**src/verilog/rot_pkg.sv**
```systemverilog
`default_nettype none

package rot_pkg;

  localparam int num_inputs  = 16;
  localparam int num_neurons = 8;
  localparam int num_weights = num_inputs + num_neurons;  // both layers, per neuron
  localparam int act_shift   = 4;

  // bias slots in the weight region
  localparam int bias_idx0 = num_inputs;
  localparam int bias_idx1 = num_neurons;

  localparam logic [11:0] addr_ctrl   = 12'h000;
  localparam logic [11:0] addr_status = 12'h004;
  localparam logic [11:0] addr_result = 12'h008;
  localparam logic [11:0] addr_input  = 12'h010;
  localparam int          addr_wreg_bit = 11;

  typedef logic        [7:0]  pixel_t;
  typedef logic signed [7:0]  weight_t;
  typedef logic signed [15:0] bias_t;
  typedef logic signed [23:0] acc_t;
  typedef logic        [2:0]  nidx_t;
  typedef logic        [3:0]  widx_t;

  typedef enum logic [2:0] {
    IDLE,
    LAYER0,
    WAIT0,
    LAYER1,
    WAIT1,
    ARGMAX,
    DONE
  } seq_state_t;

endpackage

`default_nettype wire

```
**src/verilog/rot_ifs.sv**
```systemverilog
`timescale 1ns/1ns
`default_nettype none

// weight and bias load path, one writer, all neurons listen
interface rot_weight_if import rot_pkg::*; ();
  logic  wr_en;
  logic  layer;
  nidx_t neuron_sel;
  widx_t widx;
  logic  is_bias;
  bias_t wdata;   // weights use the low byte

  modport master (
    output wr_en, layer, neuron_sel, widx, is_bias, wdata
  );

  modport slave (
    input wr_en, layer, neuron_sel, widx, is_bias, wdata
  );
endinterface

// one input value per beat to every neuron
interface rot_bcast_if import rot_pkg::*; ();
  logic   valid;
  logic   first;
  logic   last;
  logic   layer;
  widx_t  widx;
  pixel_t x;

  modport master (
    output valid, first, last, layer, widx, x
  );

  modport slave (
    input valid, first, last, layer, widx, x
  );
endinterface

`default_nettype wire

```
**src/verilog/rot_apb_regs.sv**
```systemverilog
`timescale 1ns/1ns
`default_nettype none

module rot_apb_regs import rot_pkg::*; (
  input  logic         clk,
  input  logic         rst_n,
  input  logic         psel,
  input  logic         penable,
  input  logic         pwrite,
  input  logic [11:0]  paddr,
  input  logic [31:0]  pwdata,
  output logic [31:0]  prdata,
  output logic         pready,
  output logic         pslverr,
  rot_weight_if.master wport,
  output logic         start_pulse,
  input  logic         busy,
  input  logic         done_pulse,
  input  nidx_t        result_idx,
  output pixel_t       pixels [num_inputs]
);

  logic       access;
  logic       wr_ok;
  logic       err;
  logic       in_wreg;
  logic [4:0] w_idx;
  logic       w_is_bias;
  logic       hit_ctrl;
  logic       hit_status;
  logic       hit_result;
  logic       hit_input;
  logic       hit_weight;
  logic [3:0] in_base;
  logic       done_flag;

  assign access  = psel & penable;
  assign in_wreg = paddr[addr_wreg_bit];
  assign w_idx   = paddr[6:2];
  assign in_base = {paddr[3:2], 2'b00};

  assign hit_ctrl   = (paddr == addr_ctrl);
  assign hit_status = (paddr == addr_status);
  assign hit_result = (paddr == addr_result);
  assign hit_input  = (paddr[11:4] == addr_input[11:4]) && (paddr[1:0] == 2'b00);

  // layer in bit 10, neuron in 9:7, index in 6:2
  assign w_is_bias  = paddr[10] ? (w_idx == 5'(bias_idx1)) : (w_idx == 5'(bias_idx0));
  assign hit_weight = in_wreg && (paddr[1:0] == 2'b00) &&
                      (paddr[10] ? (w_idx <= 5'(bias_idx1)) : (w_idx <= 5'(bias_idx0)));

  always_comb begin
    if (pwrite) begin
      // every writable register is locked while a run is going
      err = !(hit_ctrl || hit_input || hit_weight) || busy;
    end else begin
      err = !(hit_ctrl || hit_status || hit_result || hit_input);
    end
  end

  assign pready  = 1'b1;
  assign pslverr = access & err;
  assign wr_ok   = access & pwrite & ~err;

  assign start_pulse = wr_ok & hit_ctrl & pwdata[0];

  assign wport.wr_en      = wr_ok & hit_weight;
  assign wport.layer      = paddr[10];
  assign wport.neuron_sel = paddr[9:7];
  assign wport.widx       = paddr[5:2];
  assign wport.is_bias    = w_is_bias;
  assign wport.wdata      = pwdata[15:0];

  always_ff @(posedge clk) begin
    if (wr_ok && hit_input) begin
      for (int k = 0; k < 4; k++) begin
        pixels[in_base + 4'(k)] <= pwdata[8*k +: 8];  // lowest byte first
      end
    end
  end

  always_ff @(posedge clk or negedge rst_n) begin
    if (!rst_n) begin
      done_flag <= 1'b0;
    end else if (start_pulse) begin
      done_flag <= 1'b0;
    end else if (done_pulse) begin
      done_flag <= 1'b1;
    end
  end

  always_comb begin
    prdata = '0;
    if (access && !pwrite && !err) begin
      if (hit_status) begin
        prdata = {30'b0, done_flag, busy};
      end else if (hit_result) begin
        prdata = {29'b0, result_idx};
      end else if (hit_input) begin
        prdata = {pixels[in_base + 4'd3], pixels[in_base + 4'd2],
                  pixels[in_base + 4'd1], pixels[in_base]};
      end
    end
  end

  a_penable_psel: assert property (@(posedge clk) disable iff (!rst_n) penable |-> psel);

endmodule

`default_nettype wire

```
**src/verilog/rot_collector.sv**
```systemverilog
`timescale 1ns/1ns
`default_nettype none

module rot_collector import rot_pkg::*; (
  input  logic   clk,
  input  logic   rst_n,
  input  logic   result_valid,
  input  acc_t   results [num_neurons],
  input  logic   layer,
  input  logic   argmax_go,
  output pixel_t hidden [num_neurons],
  output logic   layer_done,
  output logic   argmax_done,
  output nidx_t  result_idx
);

  acc_t  outs [num_neurons];
  acc_t  best_val;
  nidx_t best_idx;
  nidx_t scan_idx;
  logic  scanning;
  logic  take;

  // strict compare so a tie keeps the earlier bin
  assign take = outs[scan_idx] > best_val;

  always_ff @(posedge clk) begin
    if (result_valid) begin
      for (int i = 0; i < num_neurons; i++) begin
        if (layer) begin
          outs[i] <= results[i];
        end else begin
          hidden[i] <= results[i][7:0];  // already clamped
        end
      end
    end
    if (argmax_go) begin
      best_val <= outs[0];
    end else if (scanning && take) begin
      best_val <= outs[scan_idx];
    end
  end

  always_ff @(posedge clk or negedge rst_n) begin
    if (!rst_n) begin
      layer_done  <= 1'b0;
      argmax_done <= 1'b0;
      scanning    <= 1'b0;
      scan_idx    <= '0;
      best_idx    <= '0;
      result_idx  <= '0;
    end else begin
      layer_done  <= result_valid;
      argmax_done <= 1'b0;
      if (argmax_go) begin
        scanning <= 1'b1;
        scan_idx <= '0;
        best_idx <= '0;
      end else if (scanning) begin
        scan_idx <= scan_idx + 3'd1;
        if (take) begin
          best_idx <= scan_idx;
        end
        if (scan_idx == nidx_t'(num_neurons - 1)) begin
          scanning    <= 1'b0;
          argmax_done <= 1'b1;
          result_idx  <= take ? scan_idx : best_idx;
        end
      end
    end
  end

endmodule

`default_nettype wire

```
**src/verilog/rot_neuron.sv**
```systemverilog
`timescale 1ns/1ns
`default_nettype none

module rot_neuron import rot_pkg::*; #(
  parameter int neuron_id = 0
) (
  input  logic        clk,
  input  logic        rst_n,
  rot_weight_if.slave wport,
  rot_bcast_if.slave  bport,
  output logic        result_valid,
  output acc_t        result
);

  weight_t    wmem [num_weights];  // layer 0 at 0..15, layer 1 at 16..23
  bias_t      bmem [2];
  acc_t       acc;
  acc_t       prod;
  acc_t       shifted;
  logic [4:0] wr_idx;
  logic [4:0] rd_idx;
  logic       res_layer;

  assign wr_idx = wport.layer ? {2'b10, wport.widx[2:0]} : {1'b0, wport.widx};
  assign rd_idx = bport.layer ? {2'b10, bport.widx[2:0]} : {1'b0, bport.widx};

  always_ff @(posedge clk) begin
    if (wport.wr_en && (wport.neuron_sel == nidx_t'(neuron_id))) begin
      if (wport.is_bias) begin
        bmem[wport.layer] <= wport.wdata;
      end else begin
        wmem[wr_idx] <= wport.wdata[7:0];
      end
    end
  end

  // signed weight times unsigned x
  assign prod = acc_t'(wmem[rd_idx]) * acc_t'(bport.x);

  always_ff @(posedge clk) begin
    if (bport.valid) begin
      acc <= bport.first ? acc_t'(bmem[bport.layer]) + prod : acc + prod;
    end
  end

  always_ff @(posedge clk or negedge rst_n) begin
    if (!rst_n) begin
      result_valid <= 1'b0;
      res_layer    <= 1'b0;
    end else begin
      result_valid <= bport.valid & bport.last;
      if (bport.valid && bport.last) begin
        res_layer <= bport.layer;
      end
    end
  end

  assign shifted = acc >>> act_shift;

  always_comb begin
    if (res_layer) begin
      result = acc;  // output layer stays raw
    end else if (shifted < 0) begin
      result = '0;
    end else if (shifted > 24'sd255) begin
      result = 24'sd255;
    end else begin
      result = shifted;
    end
  end

  a_no_load_during_run: assert property (@(posedge clk) disable iff (!rst_n)
    !(bport.valid && wport.wr_en));

endmodule

`default_nettype wire

```
**src/verilog/rot_nn.sv**
```systemverilog
`timescale 1ns/1ns
`default_nettype none

module rot_nn import rot_pkg::*; (
  input  logic        clk,
  input  logic        rst_n,
  input  logic        psel,
  input  logic        penable,
  input  logic        pwrite,
  input  logic [11:0] paddr,
  input  logic [31:0] pwdata,
  output logic [31:0] prdata,
  output logic        pready,
  output logic        pslverr,
  output logic        done,
  output logic [7:0]  angle
);

  rot_weight_if w_if ();
  rot_bcast_if  b_if ();

  pixel_t                 pixels  [num_inputs];
  pixel_t                 hidden  [num_neurons];
  acc_t                   results [num_neurons];
  logic [num_neurons-1:0] nrn_valid;
  logic                   start_pulse;
  logic                   busy;
  logic                   done_pulse;
  logic                   layer_done;
  logic                   argmax_go;
  logic                   argmax_done;
  nidx_t                  result_idx;

  rot_apb_regs u_regs (
    .clk         (clk),
    .rst_n       (rst_n),
    .psel        (psel),
    .penable     (penable),
    .pwrite      (pwrite),
    .paddr       (paddr),
    .pwdata      (pwdata),
    .prdata      (prdata),
    .pready      (pready),
    .pslverr     (pslverr),
    .wport       (w_if.master),
    .start_pulse (start_pulse),
    .busy        (busy),
    .done_pulse  (done_pulse),
    .result_idx  (result_idx),
    .pixels      (pixels)
  );

  rot_sequencer u_seq (
    .clk         (clk),
    .rst_n       (rst_n),
    .start_pulse (start_pulse),
    .pixels      (pixels),
    .hidden      (hidden),
    .bport       (b_if.master),
    .busy        (busy),
    .layer_done  (layer_done),
    .argmax_done (argmax_done),
    .argmax_go   (argmax_go),
    .done_pulse  (done_pulse)
  );

  // same neuron hardware serves both layers
  for (genvar i = 0; i < num_neurons; i++) begin : g_neuron
    rot_neuron #(.neuron_id(i)) u_neuron (
      .clk          (clk),
      .rst_n        (rst_n),
      .wport        (w_if.slave),
      .bport        (b_if.slave),
      .result_valid (nrn_valid[i]),
      .result       (results[i])
    );
  end

  rot_collector u_coll (
    .clk          (clk),
    .rst_n        (rst_n),
    .result_valid (&nrn_valid),  // neurons run in lockstep
    .results      (results),
    .layer        (b_if.layer),
    .argmax_go    (argmax_go),
    .hidden       (hidden),
    .layer_done   (layer_done),
    .argmax_done  (argmax_done),
    .result_idx   (result_idx)
  );

  assign angle = 8'd1 << result_idx;
  assign done  = done_pulse;

endmodule

`default_nettype wire

```
**src/verilog/rot_sequencer.sv**
```systemverilog
`timescale 1ns/1ns
`default_nettype none

module rot_sequencer import rot_pkg::*; (
  input  logic        clk,
  input  logic        rst_n,
  input  logic        start_pulse,
  input  pixel_t      pixels [num_inputs],
  input  pixel_t      hidden [num_neurons],
  rot_bcast_if.master bport,
  output logic        busy,
  input  logic        layer_done,
  input  logic        argmax_done,
  output logic        argmax_go,
  output logic        done_pulse
);

  seq_state_t state;
  widx_t      cnt;    // beat index within the layer
  logic       layer;

  always_ff @(posedge clk or negedge rst_n) begin
    if (!rst_n) begin
      state     <= IDLE;
      cnt       <= '0;
      layer     <= 1'b0;
      argmax_go <= 1'b0;
    end else begin
      argmax_go <= 1'b0;
      case (state)
        IDLE: begin
          if (start_pulse) begin
            state <= LAYER0;
            cnt   <= '0;
            layer <= 1'b0;
          end
        end
        LAYER0: begin
          cnt <= cnt + 4'd1;
          if (cnt == widx_t'(num_inputs - 1)) begin
            state <= WAIT0;
          end
        end
        WAIT0: begin
          // hidden vector is in the collector once layer_done shows up
          if (layer_done) begin
            state <= LAYER1;
            cnt   <= '0;
            layer <= 1'b1;
          end
        end
        LAYER1: begin
          cnt <= cnt + 4'd1;
          if (cnt == widx_t'(num_neurons - 1)) begin
            state <= WAIT1;
          end
        end
        WAIT1: begin
          if (layer_done) begin
            state     <= ARGMAX;
            argmax_go <= 1'b1;  // single command
          end
        end
        ARGMAX: begin
          if (argmax_done) begin
            state <= DONE;
          end
        end
        DONE: begin
          state <= IDLE;
        end
        default: begin
          state <= IDLE;
        end
      endcase
    end
  end

  assign bport.valid = (state == LAYER0) || (state == LAYER1);
  assign bport.first = (cnt == '0);
  assign bport.last  = layer ? (cnt == widx_t'(num_neurons - 1))
                             : (cnt == widx_t'(num_inputs - 1));
  assign bport.layer = layer;
  assign bport.widx  = cnt;
  assign bport.x     = layer ? hidden[cnt[2:0]] : pixels[cnt];

  assign busy       = (state != IDLE);
  assign done_pulse = (state == DONE);

  // scan end only while waiting for it
  a_argmax_done_in_argmax: assert property (@(posedge clk) disable iff (!rst_n)
    argmax_done |-> (state == ARGMAX));

endmodule

`default_nettype wire
```
**config.mk**
```make
export PLATFORM = sky130hd
export DESIGN_NAME = rot_nn
export DESIGN_NICKNAME = d
export VERILOG_FILES = /design/src/verilog/rot_pkg.sv /design/src/verilog/rot_ifs.sv /design/src/verilog/rot_apb_regs.sv /design/src/verilog/rot_collector.sv /design/src/verilog/rot_neuron.sv /design/src/verilog/rot_nn.sv /design/src/verilog/rot_sequencer.sv
export SDC_FILE = /design/constraint.sdc
export NUM_CORES = 2
export LEC_CHECK = 0
export BUFFER_PORTS_ARGS = -buffer_cell sky130_fd_sc_hd__buf_4
export CORE_AREA = 2 2 701 529
export CTS_CLUSTER_DIAMETER = 30
export DETAILED_ROUTE_END_ITERATION = 16
export DIE_AREA = 0 0 703 531
export RECOVER_POWER = 25
export SLEW_MARGIN = 0
export SYNTH_ARGS = -nofsm -noshare
export SYNTH_HDL_FRONTEND = slang
export SYNTH_SLANG_ARGS = --single-unit
```
**constraint.sdc**
```tcl
create_clock -name clk -period 8.8 [get_ports clk]
set_input_delay 1.76 -clock clk [delete_from_list [all_inputs] [get_ports clk]]
set_output_delay 1.76 -clock clk [all_outputs]
set_load 0.02 [all_outputs]
```
==> results.md <==
- Status: complete, but fails checks
- Violated checks: max-capacitance violations, max-slew violations, negative setup slack
- Site Rows: 193
- Yosys top cell by area: edfxtp_1
- Routed WL: 369000 um
- WP data arrival: 9.39 ns
- Slew headroom: -3.05
- Clk_skew: 0.108 ns
- Clock Root Buffer: clkbuf_16
- # IOs: 92
- # DRC: 0
- Hold Vio Cnt, Final: 0
- Seq cells post-synth: 2416
- Post-synth top area share: 0.563
- Port bufs: 90
- Chip height: 531 um
- Antenna violations before repair: 41
- Routed vias: 81252
- Endpoints failing setup: 5
- Sequential element share of the synthesized area: 0.567
- CTS Buffer Depth: 4
- Synthesized netlist cell count: 8824
- DRT Pass-1 Iters: 6
- Post-synth top cells: edfxtp_1, nor2_1, ha_1
- Max frequency: 113 MHz
- Post-DR vias/cell: 5.42
- Synthesized area: 128000 um2
- Grt ovf: 0
- CP max-delay cell: dfrtp_4
- EDFF count, synth: 2392
- Total Power: 0.0439 W
- Async set-reset flop share out of synthesis: 0.00993
- Mean Syn Cell Area: 14.5 um2
- Crit. End Element: flop
- Wire length per cell: 24.6 um
- H-Tree Depth: 5
- Count leader, synth: edfxtp_1
- Worst slew pin tran: 6.07 ns
- Most used DFF post-synth: edfxtp_1
- CP required: 9.34 ns
- Clock Sinks: 2416
- Max incr delay on CP: 0.56 ns
- Max Slew Vio Count: 1520
- Worst-Skew Late Latency: 0.93 ns
- Worst-path fanout max: 7
- Clk slew on worst S/H paths: 0.05 ns
- Area of the core: 367000 um2
- Hold_buf cts: 0
- Startpoint Class: flop
- Warnings from Yosys: 0
- Pwr dens: 280 nW/um2
- Static Leak: 57.5 nW
- Unique masters post-synth: 85
- Final min period: 8.85 ns
- DRT antenna net count: 0
- Detail Placement HPWL: 248000 um
- Iter 0 DRT Violations: 9145
- First-pass GRT wire length: 537000 um
- Most common cell on crit path: fa_1
- Max rail drop VDD: 217 uV
- Area growth syn-to-layout: 22.7%
- WHS: 0.407 ns
- Num CTS Buffers: 394
- Die Wd: 703 um
- Crit path kind: flop to flop
- Hold Path Class: flop to flop
- CTS tree: done
- Gpl congestion: 0.893
- Setup ws final: -0.0468 ns
- Proportion of layout cells with a drive suffix above 1: 0.274
- Tcrit/Tclk final: 1.01
- Max Cap Viol: 23
- Full die area: 373000 um2
- # nets final: 10855
- Starting density of the core: 0.348
- GRT Total Usage: 0.192
- Largest net degree at the start of global routing: 202
- RSZ-0062 raised after global routing: true
- Top cells by area, synth: edfxtp_1, mux4_2, ha_1
- Vias in the first global route: 81798
- Syn_nets: 9892
-- cell type report --
class | instances | area (um2)
multi-input combinational | 5490 | 53800
clock inverter | 301 | 3460
inverter | 572 | 2160
tap | 4875 | 6100
clock buffer | 420 | 10000
antenna | 13 | 32.5
timing repair buffer | 913 | 8670
sequential | 2416 | 72400
fill | 32802 | 210000
-- cells by family (layout without fill, tap and decap cells) --
logic type,after synthesis,count (layout),synth area share
AOI/OAI and AO/OA,1199,1199,0.0619
xor gates and xnor gates,344,344,0.0236
adders and majority gates,1019,1019,0.118
buffers and inverters,918,2206,0.0285
DFF,2416,2416,0.567
muxes,845,845,0.125
other,1,14,0.0000294
and+or+nand+nor,2082,2082,0.0751
-- report_power, final --
group	switching, W	total (W)	leakage, nW	internal, W
registers	0.00000313	0.0130	21.4	0.0130
clock network	0.00585	0.0157	6.48	0.00981
logic	0.00829	0.0153	29.6	0.00699
total	0.0141	0.0439	57.5	0.0298
-- per-layer routing --
metal,track usage,share of wire,up-vias
li1,-,-,35352
met1,0.283,0.44,41657
met2,0.283,0.43,3700
met3,0.0450,0.10,539
met4,0.0508,0.026,4
met5,0,0.000068,-
-- sequential cells by signal, summed over array words and instances (netlist names) --
register / cells
u_coll.argmax_done: 1
g_neuron.u_neuron.bmem: 256
u_coll.best_val: 24
g_neuron.u_neuron.res_layer: 1
u_coll.outs: 192
g_neuron.u_neuron.acc: 192
g_neuron.u_neuron.wmem: 1536
u_seq.argmax_go: 1
u_coll.best_idx: 3
u_seq.bport.widx: 4
u_regs.done_flag: 1
u_regs.pixels: 128
u_coll.layer_done: 1
u_coll.scan_idx: 3
u_seq.state: 3
u_coll.hidden: 64
g_neuron.u_neuron.result_valid: 1
u_coll.result_idx: 3
u_coll.scanning: 1
u_seq.bport.layer: 1
-- placed cells by master, fill, tap and decap left out, drive strengths merged, types with 123 or more instances in the layout --
cell | netlist | routed
fa | 312 | 312
clkbuf | 210 | 468
and2 | 170 | 170
xor2 | 123 | 123
buf | 136 | 865
nand2 | 401 | 401
mux4 | 584 | 584
clkinv | 0 | 144
mux2 | 175 | 175
a21o | 148 | 148
o21ai | 326 | 326
a21oi | 274 | 274
xnor2 | 221 | 221
nor2 | 908 | 908
edfxtp | 2392 | 2392
ha | 707 | 707
inv | 572 | 636
-- path summary, 6_finish.rpt --
check	start	to	slack, ns	cells past startpoint
max	u_seq.bport.widx[0]$_DFFE_PN0P_	g_neuron[5].u_neuron.acc[21]$_DFFE_PP_	-0.05	35
min	g_neuron[7].u_neuron.result_valid$_DFF_PN0_	u_coll.layer_done$_DFF_PN0_	0.41	0
max reg2reg	u_seq.bport.widx[0]$_DFFE_PN0P_	g_neuron[5].u_neuron.acc[21]$_DFFE_PP_	-0.05	35
min reg2reg	g_neuron[7].u_neuron.result_valid$_DFF_PN0_	u_coll.layer_done$_DFF_PN0_	0.41	0
max in group asynchronous	rst_n	u_seq.bport.widx[2]$_DFFE_PN0P_	6.32	1
min in group asynchronous	rst_n	u_coll.scan_idx[1]$_DFFE_PN0P_	1.28	1
-- worst max-delay path: cells and delay by family, from the launching register on --
kind	cells	cell delay, ns
compound gates	10	2.19
xor+xnor	2	0.37
fa+ha+maj	6	2.59
buf+inv	12	1.42
flops	1	0.56
mux	2	0.91
simple gates	3	0.41
-- metrics by stage --
stage	std cells	setup TNS, ns	util	setup WS (ns)	instance area (um2)
floorplan	8824	0	-	0.108	128000
detailed placement	14067	-12.55	0.378	-0.593	138000
CTS	14841	-0.819	0.419	-0.150	154000
global placement	14067	-11.54	0.378	-0.677	138000
global route	14989	-4.29	0.427	-0.327	157000
finish	15000	-0.162	0.427	-0.0468	157000
-- what timing repair did --
item,CTS,global route
pin swaps,39,173
resized for setup,169,352
gates cloned,9,18
setup buffers,44,133
setup endpoints to repair,54,69
Power figures use the tool's default switching activity.
